## config.mk

```make
export PLATFORM = sky130hd
export DESIGN_NAME = uarttx
export DESIGN_NICKNAME = d
export VERILOG_FILES = /design/src/ramio_pkg.sv /design/src/uarttx.sv
export SDC_FILE = /design/constraint.sdc
export NUM_CORES = 1
export LEC_CHECK = 0
export ABC_AREA = 1
export BUFFER_PORTS_ARGS = -buffer_cell sky130_fd_sc_hd__buf_2
export CORE_ASPECT_RATIO = 0.7
export CORE_MARGIN = 5
export CORE_UTILIZATION = 55
export CTS_BUF_LIST = sky130_fd_sc_hd__clkbuf_4
export DETAILED_ROUTE_END_ITERATION = 7
export GPL_TIMING_DRIVEN = 0
export PLACE_DENSITY_LB_ADDON = 0.15
export SYNTH_ARGS = -nofsm -noshare
export SYNTH_HDL_FRONTEND = slang
export SYNTH_SLANG_ARGS = --single-unit
export TNS_END_PERCENT = 1
```

## constraint.sdc

```tcl
create_clock -name clk -period 2.8 [get_ports clk]
set_input_delay 0.28 -clock clk [delete_from_list [all_inputs] [get_ports clk]]
set_output_delay 0.28 -clock clk [all_outputs]
set_load 0.02 [all_outputs]
```

## src/ramio_pkg.sv

```systemverilog
// ramio shared definitions
// data widths, load/store type codes and the cache FSM states
package ramio_pkg;

  typedef logic [31:0] addr_t;
  typedef logic [31:0] data_t;
  typedef logic [7:0] byte_t;
  typedef logic [63:0] line_t;
  typedef logic [3:0] byte_en_t;

  // bit 2 flags sign extension, bits 1:0 give the size, 0 is no read
  typedef logic [2:0] read_type_t;
  // 0 is no write
  typedef logic [1:0] write_type_t;

  // size codes, compared against read_type[1:0] and write_type
  localparam logic [1:0] rt_byte = 2'b01;
  localparam logic [1:0] rt_half = 2'b10;
  localparam logic [1:0] rt_word = 2'b11;
  localparam write_type_t wt_byte = 2'b01;
  localparam write_type_t wt_half = 2'b10;
  localparam write_type_t wt_word = 2'b11;

  typedef enum logic [1:0] {idle, fill_wait, write} cache_state_e;

endpackage

```

## src/uarttx.sv

```systemverilog
// uart transmitter, 8 data bits, no parity, one stop bit
// starts a frame on go, holds bsy for the frame, then waits for go to drop
`timescale 1ns/1ps
`default_nettype none

module uarttx import ramio_pkg::*; #(
  parameter int unsigned clock_hz = 50_000_000,
  parameter int unsigned baud_rate = 115_200
) (
  input wire clk,
  input wire rst_n,
  input wire byte_t data,
  input wire go,
  output logic tx,
  output logic bsy
);

  localparam int unsigned bit_clks = clock_hz / baud_rate;
  localparam int unsigned cnt_width = $clog2(bit_clks + 1);

  // clocks spent in the current bit
  logic [cnt_width-1:0] clk_cnt;
  // 0 is the start bit, 1..8 data, 9 stop
  logic [3:0] bit_cnt;
  // remaining data bits and the stop bit, lsb goes out next
  logic [8:0] shift;
  // frame sent, go still high
  logic done;

  always_ff @(posedge clk or negedge rst_n) begin
    if (!rst_n) begin
      tx <= 1'b1;
      bsy <= 1'b0;
      done <= 1'b0;
      clk_cnt <= '0;
      bit_cnt <= '0;
      shift <= '1;
    end else if (done) begin
      // client acknowledges by dropping go
      if (!go) done <= 1'b0;
    end else if (!bsy) begin
      if (go) begin
        // latch the byte and drive the start bit right away
        shift <= {1'b1, data};
        tx <= 1'b0;
        bsy <= 1'b1;
        clk_cnt <= '0;
        bit_cnt <= '0;
      end
    end else if (clk_cnt == cnt_width'(bit_clks - 1)) begin
      clk_cnt <= '0;
      if (bit_cnt == 4'd9) begin
        // stop bit done, line stays high
        bsy <= 1'b0;
        done <= 1'b1;
      end else begin
        tx <= shift[0];
        shift <= {1'b1, shift[8:1]};
        bit_cnt <= bit_cnt + 4'd1;
      end
    end else begin
      clk_cnt <= clk_cnt + 1'b1;
    end
  end

endmodule

`default_nettype wire

```

==> impl_summary.txt, run 1 <==
----------------------------------------------------
[Critical path]
  Largest stage delay on the critical path ... 0.44 ns
  Highest net fanout along the worst path ... 10
  Setup crit start kind ... flop
  Critical Path AT ... 1.92 ns
  Critical path's slowest cell ... dfrtp_1
  Worst path required time ... 3.03 ns
  Cell repeated most along the worst path ... nand2_1
  Startpoint-to-endpoint class of the critical path ... flop to flop
  Cells traversed along the worst timing path ... inv_1, ha_1, nand2_1, nor2_1, nand2_1, nand2_1, nand2_2, buf_6, nand2_1, nand2_1
  Capturing element type of the critical path ... flop

[Layout]
  Number of antenna repair diodes ... 0
  Final design utilization ... 62.0%
  Most common library cell in the layout ignoring fill and taps ... nand2_1
  Area added between synthesis and finish ... 10.2%
  Nets@finish ... 219
  Fill count ... 229
  Cell Count, Final, Fillers Out ... 237
  Commonest cells after routing, fill and taps aside ... nand2_1, nand3_1, nor2_1
  Fraction of final layout cells sized beyond drive strength 1 ... 17.7%

[Clocking]
  Count of clock tree sinks ... 24
  Maximum number of buffers from clock root to sink ... 2
  Total setup buffers inserted after CTS ... 0
  CTS-repair resized insts ... 0
  Worst-skew pair later-pin latency ... 0.33 ns
  Root buf cell ... clkbuf_4
  Clock buffers created by TritonCTS ... 3
  Clock tree from TritonCTS ... yes
  CTS H-Tree Depth ... 1
  Clock-pin slew reported for the worst setup and hold paths after clock tree synthesis ... 0.13 ns

[Synth]
  Post-synthesis register bit count ... 24
  Average footprint of a synthesized cell ... 7.33 um2
  Main area contributors after synthesis ... dfrtp_1, nand2_1, dfstp_2, nand3_1, nor2_1
  Number of warning messages in the yosys log ... 0
  Number of different library cells in the post-synthesis netlist ... 23
  Summed instance area of the synthesized netlist ... 1360 um2
  Leading area contributor after synthesis ... dfrtp_1
  Sequential cell area fraction in the yosys report ... 44.9%
  Fraction of synthesized cell area taken by the top area cell type ... 27.5%
  Number of nets in the synthesized netlist ... 201
  Gate Count Post-Synth ... 186

[Power]
  Pwr dens ... 581 nW/um2
  Peak VDD IR ... 0.000429 V
  Final total power ... 873 uW
  Lkg Pwr ... 0.814 nW

[Floorplan]
  Starting density of the core ... 56.3%
  Die Span Y ... 51.6 um
  Die X-Extent ... 69.5 um
  Die footprint ... 3590 um2
  # rows ... 15
  Area inside the core boundary ... 2420 um2
  Top Ports ... 13

[Routing]
  Per-cell via count in the routed design ... 5.07
  Total routed wirelength ... 2840 um
  Antenna Violating Nets Remaining ... 0
  Detailed router's first-iteration violation count ... 79
  Number of DRC violations after detailed routing ... 0
  Via Count ... 1,202
  WL/cell ... 12.0 um
  First-pass iteration count of the detailed router ... 4

[Global routing]
  Initial antenna violation count ... 0
  Global-route wire length before repair ... 5070 um
  Global-route congestion overflow total ... 0
  Largest net degree at the start of global routing ... 25
  Total track usage ... 18.2%
  Vias in the first global route ... 1,127

[Job]
  Max Cap Viol ... 0

[STA]
  Unrepaired setup endpoints after global routing ... false
  Number of failing hold endpoints at the final stage ... 0
  Final clock skew ... 0.00376 ns
  Accumulated negative setup slack ... 0 ns
  FMAX ... 593 MHz
  Max-slew headroom ... 63.9%
  Least-Margin Pin Slew ... 0.542 ns
  Time the final worst path needs with I/O delays and setup ... 1.69 ns
  Number of pins exceeding their max-slew limit in the final report ... 0
  Final Cycle Share ... 60.2%
  Number of failing setup endpoints in the final timing report ... 0
  Final worst slack ... 1.11 ns

[Run status]
  Status ... finished, final reports clean

[Worst hold path]
  Class of the worst hold path ... primary input to flop

[Placement]
  Number of buffers added on ports ... 12
  Half-perimeter wire length after detailed placement ... 2050 um
  Weighted congestion at the end of routability-driven global placement ... 0.848
  Setup slack after placement ... 1.13 ns
  Placed cell count ... 232

----------------------------------------------------
critical path: cells and delay by family (launching register included):
family,cells,cell delay (ns)
buffers and inverters,2,0.23
adder cells (fa/ha/maj),1,0.13
AND/OR/NAND/NOR,7,0.79
flip-flops,1,0.44
synthesized netlist by cell type, drive strengths merged:
| cell | number |
|---|---|
| dfrtp | 15 |
| or2 | 1 |
| inv | 16 |
| ha | 4 |
| xor2 | 2 |
| clkbuf | 2 |
| nand2 | 84 |
| xnor2 | 1 |
| nor3 | 1 |
| o21bai | 1 |
| buf | 3 |
| nand3b | 1 |
| nor2 | 17 |
| nand4 | 4 |
| a21oi | 2 |
| o21ai | 4 |
| dfstp | 9 |
| nand3 | 19 |
cells by family after synthesis:
| family | after synthesis | synth area share (%) |
|---|---|---|
| xor+xnor | 3 | 1.93 |
| flops | 24 | 44.9 |
| simple gates | 127 | 39.9 |
| compound gates | 7 | 2.76 |
| fa+ha+maj | 4 | 3.67 |
| buf+inv | 21 | 6.89 |
path summary, 6_finish.rpt:
path | to | cells past startpoint | slack [ns] | startpoint
setup / recovery | bit_cnt[0]$_DFFE_PN0P_ | 10 | 1.11 | clk_cnt[1]$_DFFE_PN0P_
hold / removal | done$_DFF_PN0_ | 3 | 0.17 | go
setup reg to reg | bit_cnt[0]$_DFFE_PN0P_ | 10 | 1.11 | clk_cnt[1]$_DFFE_PN0P_
hold reg to reg | shift[1]$_DFFE_PN1P_ | 2 | 0.47 | shift[1]$_DFFE_PN1P_
max in group asynchronous | shift[4]$_DFFE_PN1P_ | 2 | 1.98 | rst_n
min in group asynchronous | clk_cnt[1]$_DFFE_PN0P_ | 2 | 0.44 | rst_n
cell type report:
| cell class | count | area (um2) | share of cell area (%) |
|---|---|---|---|
| sequential | 24 | 612 | 40.8 |
| inverter | 16 | 60.1 | 4.00 |
| clock buffer | 3 | 22.5 | 1.50 |
| tap | 34 | 42.5 | 2.83 |
| buffer | 5 | 33.8 | 2.25 |
| clock inverter | 1 | 3.75 | 0.250 |
| timing repair buffer | 13 | 70.1 | 4.67 |
| multi-input combinational | 141 | 657 | 43.8 |
per-layer routing:
layer | global-route usage, % | part of all wire [%] | wire length [um] | vias up
met5 | 0 | 0 | 0 | -
met4 | 7.79 | 1.4 | 40 | 0
met3 | 4.63 | 4.3 | 121 | 4
met2 | 29.3 | 45 | 1280 | 31
met1 | 23.4 | 49 | 1400 | 551
li1 | - | - | - | 616
state kept, by name (all words and copies together) (netlist names):
name and count:
bit_cnt 4, bsy 1, clk_cnt 9, shift 8, done 1, tx 1
timing repair:
item	in CTS	in global routing
endpoints found under the hold margin	15	0
hold buffers	1	0
endpoints found under the setup margin	0	0
where the power goes:
| group | internal, mW | switching, mW |
|---|---|---|
| registers | 0.414 | 0.0682 |
| clock network | 0.0524 | 0.107 |
| logic | 0.0904 | 0.140 |
per-stage QoR:
| stage | area (um2) | hold slack, ns |
|---|---|---|
| after floorplan | 1360 | -0.0156 |
| after global placement | 1470 | 0.295 |
| after detailed placement | 1470 | 0.296 |
| after CTS | 1500 | 0.166 |
| after global routing | 1500 | 0.199 |
| final | 1500 | 0.173 |
Power figures use the tool's default switching activity.
==> run 2, diff against run 1 <==
Settings changed: ABC_AREA 1 to 0.
Clock period 2.8 ns to 1.6 ns, I/O delays scaled along.
==> run 2 against run 1 <==
The flow now finishes with violations (negative setup slack). Wire length is 4.5% higher. Total power is 140% higher. Via count is 9.9% lower. Non-clock buffer count is 9 higher. Fmax is 2.3% lower. Synthesized area is 1.0% higher. First-iteration DRC count is 19% lower. Cell area is 8.8% higher. Die area is 0.84% higher. Clock power is 89% higher. Highest routed layer unchanged.
==> impl_summary.txt, run 2 <==
----------------------------------------------------
[Run status]
  Status ... complete, but fails checks
  Violated checks ... negative setup slack

[Placement]
  Setup slack after placement ... -0.182 ns
  Placed inst area ... 1480 um2
  Half-perimeter wire length after detailed placement ... 1980 um
  Number of buffers added on ports ... 12
  Weighted congestion at the end of routability-driven global placement ... 0.761

[STA]
  Number of pins exceeding their max-slew limit in the final report ... 0
  Least-Margin Pin Slew ... 0.538 ns
  Number of failing hold endpoints at the final stage ... 0
  Final worst slack ... -0.125 ns
  Max-slew headroom ... 64.2%
  Unrepaired setup endpoints after global routing ... true
  Final Cycle Share ... 108%
  Number of failing setup endpoints in the final timing report ... 22
  FMAX ... 580 MHz
  Final clock skew ... 0.00887 ns
  Time the final worst path needs with I/O delays and setup ... 1.73 ns

[Synth]
  Average footprint of a synthesized cell ... 10.3 um2
  Main area contributors after synthesis ... dfrtp_1, dfstp_2, mux2i_1, nand2_1, a21oi_1
  Leading area contributor after synthesis ... dfrtp_1
  Fraction of synthesized cell area taken by the top area cell type ... 27.3%
  Sequential cell area fraction in the yosys report ... 44.5%
  Post-synthesis async set-or-reset flop share ... 100%
  Main synth FF type ... dfrtp_1
  Post-synthesis register bit count ... 24
  Cell with the most instances after synthesis ... dfrtp_1
  Number of nets in the synthesized netlist ... 148
  Number of different library cells in the post-synthesis netlist ... 42
  Gate Count Post-Synth ... 133
  Number of warning messages in the yosys log ... 0
  Summed instance area of the synthesized netlist ... 1380 um2
  Top cells by count, synth ... dfrtp_1, nand2_1, mux2i_1
  Number of flops mapped to enable cells by yosys ... 0

[Power]
  Pwr dens ... 1270 nW/um2
  Lkg Pwr ... 0.792 nW
  Peak VDD IR ... 0.000883 V
  Switching power ... 744 uW
  Proportion of total power due to net switching ... 36.0%
  Internal power ... 1.32 mW
  Flop pwr share ... 53.9%
  Combinational share of power ... 31.5%
  Clock share of power ... 14.6%

[Layout]
  Commonest cells after routing, fill and taps aside ... dfrtp_1, nand2_1, buf_2
  Number of antenna repair diodes ... 0
  Area taken by multi-input logic gates ... 754 um2
  Top register by number of flip-flops ... clk_cnt
  Nets@finish ... 173
  Area added between synthesis and finish ... 18.6%
  Most common library cell in the layout ignoring fill and taps ... dfrtp_1
  Top Registers ... clk_cnt (9), shift (8), bit_cnt (4)
  Final design utilization ... 67.4%
  Flip-flop count of the largest register, all copies and words added ... 9
  Sequential standard cell area ... 612 um2
  Fraction of final layout cells sized beyond drive strength 1 ... 37.6%
  Non-Filler Cell Area, Final ... 1630 um2
  Fill count ... 181

[Global routing]
  Vias in the first global route ... 1,098
  Largest net degree at the start of global routing ... 25
  Total track usage ... 18.3%
  Global-route congestion overflow total ... 0
  Initial antenna violation count ... 0
  Global-route wire length before repair ... 5160 um

[Floorplan]
  Die footprint ... 3620 um2
  Die Span Y ... 51.9 um
  Area inside the core boundary ... 2420 um2
  Die X-Extent ... 69.8 um
  # rows ... 15
  Starting density of the core ... 56.8%
  Top Ports ... 13

[Clocking]
  Clock buffers created by TritonCTS ... 3
  Count of clock tree sinks ... 24
  Clock-pin slew reported for the worst setup and hold paths after clock tree synthesis ... 0.13 ns
  Worst-skew pair later-pin latency ... 0.33 ns
  CTS H-Tree Depth ... 1
  Maximum number of buffers from clock root to sink ... 2
  Root buf cell ... clkbuf_4
  Clock tree from TritonCTS ... yes

[Routing]
  Antenna Violating Nets Remaining ... 0
  Routed metal-1 wirelength ... 1390 um
  Highest metal layer with signal wires ... met4
  Via Count ... 1,083
  Number of DRC violations after detailed routing ... 0
  Per-cell via count in the routed design ... 5.67
  Total routed wirelength ... 2970 um
  First-pass iteration count of the detailed router ... 4
  Detailed router's first-iteration violation count ... 64
  Routed wire length on met3 ... 113 um
  WL/cell ... 15.5 um
  DR WL met2 ... 1430 um

[Worst hold path]
  Class of the worst hold path ... primary input to flop
  Startpoint of the lowest-slack hold path ... data[7]
  End point of the most critical hold path ... shift[7]$_DFFE_PN1P_
  Hold Path Stages ... 3

[Critical path]
  Setup crit start kind ... flop
  Startpoint-to-endpoint class of the critical path ... flop to flop
  Capturing element type of the critical path ... flop
  Critical Path AT ... 1.95 ns
  FF-to-FF setup slack ... -0.13 ns
  Capture point of the worst reg-to-reg path ... bit_cnt[3]$_DFFE_PN0P_
  Worst path required time ... 1.83 ns
  Worst R2R Start ... clk_cnt[1]$_DFFE_PN0P_
  Highest net fanout along the worst path ... 5
  Path depth of the worst reg2reg path ... 7

[Job]
  Max Cap Viol ... 0

----------------------------------------------------
[run 2: logic make-up (layout without fill, tap and decap cells)]
| kind of cell | after synthesis | in the layout | synth area share, % |
|---|---|---|---|
| mux | 14 | 14 | 10.6 |
| flops | 24 | 24 | 44.5 |
| compound gates | 37 | 37 | 18.9 |
| buf+inv | 11 | 35 | 4.64 |
| fa+ha+maj | 4 | 4 | 3.64 |
| simple gates | 43 | 43 | 17.7 |
[run 2: final cells by class]
type,count,share of cell area (%)
Buffer,7,3.22
Clock buffer,4,1.84
Inverter,4,0.920
Multi-Input combinational cell,98,46.2
Sequential cell,24,37.5
Tap cell,34,2.61
Timing Repair Buffer,20,7.74
[run 2: worst max-delay path by stage]
stage,start,end,slack (ns),depth (start not counted)
after floorplan,clk_cnt[1]$_DFFE_PN0P_,bit_cnt[0]$_DFFE_PN0P_,0.01,6
after global placement,clk_cnt[1]$_DFFE_PN0P_,bit_cnt[0]$_DFFE_PN0P_,-0.13,6
after detailed placement,clk_cnt[1]$_DFFE_PN0P_,bit_cnt[3]$_DFFE_PN0P_,-0.18,6
after CTS,clk_cnt[1]$_DFFE_PN0P_,bit_cnt[0]$_DFFE_PN0P_,-0.17,6
after global routing,clk_cnt[1]$_DFFE_PN0P_,bit_cnt[3]$_DFFE_PN0P_,-0.20,7
final,clk_cnt[1]$_DFFE_PN0P_,bit_cnt[3]$_DFFE_PN0P_,-0.13,7
[run 2: power groups by stage]
| stage | sequential (mW) | combinational, mW | clock [mW] |
|---|---|---|---|
| floorplan | 1.06 | 0.399 | 0 |
| global placement | 1.09 | 0.479 | 0 |
| detailed placement | 1.11 | 0.501 | 0 |
| CTS | 1.11 | 0.602 | 0.308 |
| global route | 1.14 | 0.737 | 0.331 |
| finish | 1.11 | 0.651 | 0.302 |
[run 2: timing repair]
item / CTS / global route
hold buffers: 1 / 0
hold endpoints to repair: 15 / 0
pin swaps: 11 / 6
buffers inserted: 5 / 2
gates resized for setup: 14 / 7
endpoints found under the setup margin: 18 / 22
cloned: 1 / 0
[run 2: through the flow]
stage	hold WS [ns]	cells	setup TNS (ns)	power [mW]
after global routing	0.0920	191	-3.18	2.21
final	0.0816	191	-1.30	2.07
after global placement	0.167	179	-1.09	1.56
after floorplan	-0.136	133	0	1.46
after detailed placement	0.177	179	-1.49	1.61
after CTS	0.0790	189	-2.60	2.02
[run 2: routing by layer]
layer  up-vias  track usage [%]
met1       526             23.0
met4         0             6.05
li1        531                -
met5         -                0
met2        20             30.9
met3         6             5.21
[run 2: critical path: stages, from the launching register on]
cell     delay (ns)
dfrtp_1        0.40
inv_1          0.07
ha_2           0.18
nand4_4        0.12
buf_4          0.17
nor4_4         0.25
a41oi_1        0.16
a221o_1        0.27
==> run 3, diff against run 2 <==
Settings changed: CTS_CLUSTER_SIZE set to 14, SKIP_CTS_REPAIR_TIMING set to 1.
Clock period 1.6 ns to 1.5 ns, I/O delays scaled along.
==> run 3 against run 2 <==
The flow still finishes with violations (negative setup slack). Sequential share of layout area rose by 0.27 points. Non-clock buffer count up 1. Cell count grew 1.0%. Sequential power rose by 8%. Via count is 1.8% higher. Total power increased by 3.6%. Hold slack worse by 0.0070 ns. Global-route usage shrank 1.5 points. Fmax fell by 0.49%. Combinational power fell by 0.6%. Flip-flop and latch count unchanged. Largest power group unchanged. Highest routed layer unchanged.
==> impl_summary.txt, run 3 (synthesis results as in run 2) <==
----------------------------------------------------
[Run status]
  Status ... complete, but fails checks
  Violated checks ... negative setup slack

[Clocking]
  Clock tree from TritonCTS ... yes
  Clock buffers created by TritonCTS ... 3
  Root buf cell ... clkbuf_4
  Worst-skew pair later-pin latency ... 0.32 ns
  Clock-pin slew reported for the worst setup and hold paths after clock tree synthesis ... 0.13 ns
  CTS H-Tree Depth ... 1
  Count of clock tree sinks ... 24
  Maximum number of buffers from clock root to sink ... 2

[Worst hold path]
  Class of the worst hold path ... primary input to flop

[Layout]
  Commonest cells after routing, fill and taps aside ... buf_2, nand2_1, dfrtp_1
  Area added between synthesis and finish ... 18.3%
  Fill count ... 181
  Non-Filler Cell Area, Final ... 1630 um2
  Flip-flop count of the largest register, all copies and words added ... 9
  Number of antenna repair diodes ... 0
  Fraction of final layout cells sized beyond drive strength 1 ... 34.6%
  Nets@finish ... 175
  Cell Count, Final, Fillers Out ... 193
  Top register by number of flip-flops ... clk_cnt
  Top Registers ... clk_cnt (9), shift (8), bit_cnt (4)
  Most common library cell in the layout ignoring fill and taps ... buf_2

[STA]
  Number of failing hold endpoints at the final stage ... 0
  Unrepaired setup endpoints after global routing ... true
  Final Cycle Share ... 116%
  FMAX ... 577 MHz
  Final clock skew ... 0.00225 ns
  Final worst slack ... -0.234 ns
  Least-Margin Pin Slew ... 0.554 ns
  Max-slew headroom ... 63.1%
  Number of failing setup endpoints in the final timing report ... 22
  Worst hold slack after final layout ... 0.0745 ns
  Number of pins exceeding their max-slew limit in the final report ... 0
  Accumulated negative setup slack ... -3.37 ns
  Time the final worst path needs with I/O delays and setup ... 1.73 ns

[Global routing]
  Global-route track usage on met1 ... 22.1%
  Global routing met2 resource utilization ... 26.5%
  Grt peak-use layer ... met2
  Initial antenna violation count ... 0
  Total track usage ... 16.9%
  Vias in the first global route ... 1,053
  Global-route congestion overflow total ... 0
  Global-route wire length before repair ... 4770 um
  Largest net degree at the start of global routing ... 25
  Met3 capacity usage during global routing ... 5.41%

[Placement]
  Half-perimeter wire length after detailed placement ... 1920 um
  Placed cell count ... 179
  Setup slack after placement ... -0.278 ns
  Placed inst area ... 1480 um2
  Number of buffers added on ports ... 12
  Weighted congestion at the end of routability-driven global placement ... 0.761

[Floorplan]
  Die Span Y ... 51.9 um
  Die footprint ... 3620 um2
  Starting density of the core ... 56.8%
  Area inside the core boundary ... 2420 um2
  # rows ... 15
  Top Ports ... 13
  Die X-Extent ... 69.8 um

[Routing]
  Antenna Violating Nets Remaining ... 0
  Detailed router's first-iteration violation count ... 84
  Number of DRC violations after detailed routing ... 0
  Total routed wirelength ... 2920 um
  WL/cell ... 15.1 um
  First-pass iteration count of the detailed router ... 4
  Per-cell via count in the routed design ... 5.71
  Via Count ... 1,102

[Power]
  Lkg Pwr ... 0.793 nW
  Pwr dens ... 1310 nW/um2
  Peak VDD IR ... 0.00115 V

[Critical path]
  Highest net fanout along the worst path ... 5
  FF-to-FF setup slack ... -0.23 ns
  Startpoint-to-endpoint class of the critical path ... flop to flop
  Worst path required time ... 1.72 ns
  Capturing element type of the critical path ... flop
  Setup crit start kind ... flop
  Critical Path AT ... 1.95 ns

[Job]
  Max Cap Viol ... 0

----------------------------------------------------
[run 3: metrics by stage]
stage          total power, mW  util [%]
5_1_grt                   2.30      67.2
6_report                  2.14      67.2
3_5_place_dp              1.71      61.1
4_1_cts                   2.01      62.2
2_1_floorplan             1.55         -
3_3_place_gp              1.67      61.1
[run 3: worst paths after layout]
| kind | startpoint | end | depth (start not counted) |
|---|---|---|---|
| max reg2reg | clk_cnt[1]$_DFFE_PN0P_ | bit_cnt[0]$_DFFE_PN0P_ | 7 |
| max in group asynchronous | rst_n | bsy$_DFFE_PN0N_ | 2 |
| min | data[7] | shift[7]$_DFFE_PN1P_ | 3 |
| min in group asynchronous | rst_n | clk_cnt[0]$_DFFE_PN0P_ | 2 |
| max | clk_cnt[1]$_DFFE_PN0P_ | bit_cnt[0]$_DFFE_PN0P_ | 7 |
| min reg2reg | tx$_DFFE_PN1P_ | tx$_DFFE_PN1P_ | 2 |
[run 3: critical path, stage by stage (launching register included)]
cell and delay (ns):
dfrtp_1 0.45, inv_2 0.08, ha_4 0.13, nand4_4 0.12
o41ai_4 0.29, buf_4 0.20, nand2_4 0.07, mux2_4 0.30
[run 3: routing by layer]
| layer | up-vias | routed length (um) |
|---|---|---|
| li1 | 540 | - |
| met2 | 23 | 1340 |
| met4 | 0 | 23 |
| met3 | 4 | 141 |
| met1 | 535 | 1420 |
| met5 | - | 0 |
[run 3: cell type report]
| class | count | area [um2] | share of cell area, % |
|---|---|---|---|
| clock inverter | 1 | 3.75 | 0.231 |
| buffer | 7 | 53.8 | 3.31 |
| inverter | 4 | 15.0 | 0.922 |
| multi-input combinational | 99 | 746 | 45.8 |
| sequential | 24 | 614 | 37.7 |
| timing repair buffer | 21 | 130 | 7.99 |
| clock buffer | 3 | 22.5 | 1.38 |
| tap | 34 | 42.5 | 2.61 |
[run 3: where the power goes]
part,internal (mW),leakage (nW),switching [mW]
Clock,0.0975,0.0154,0.196
Sequential,0.914,0.279,0.286
Combinational,0.359,0.499,0.287
Total,1.37,0.793,0.770
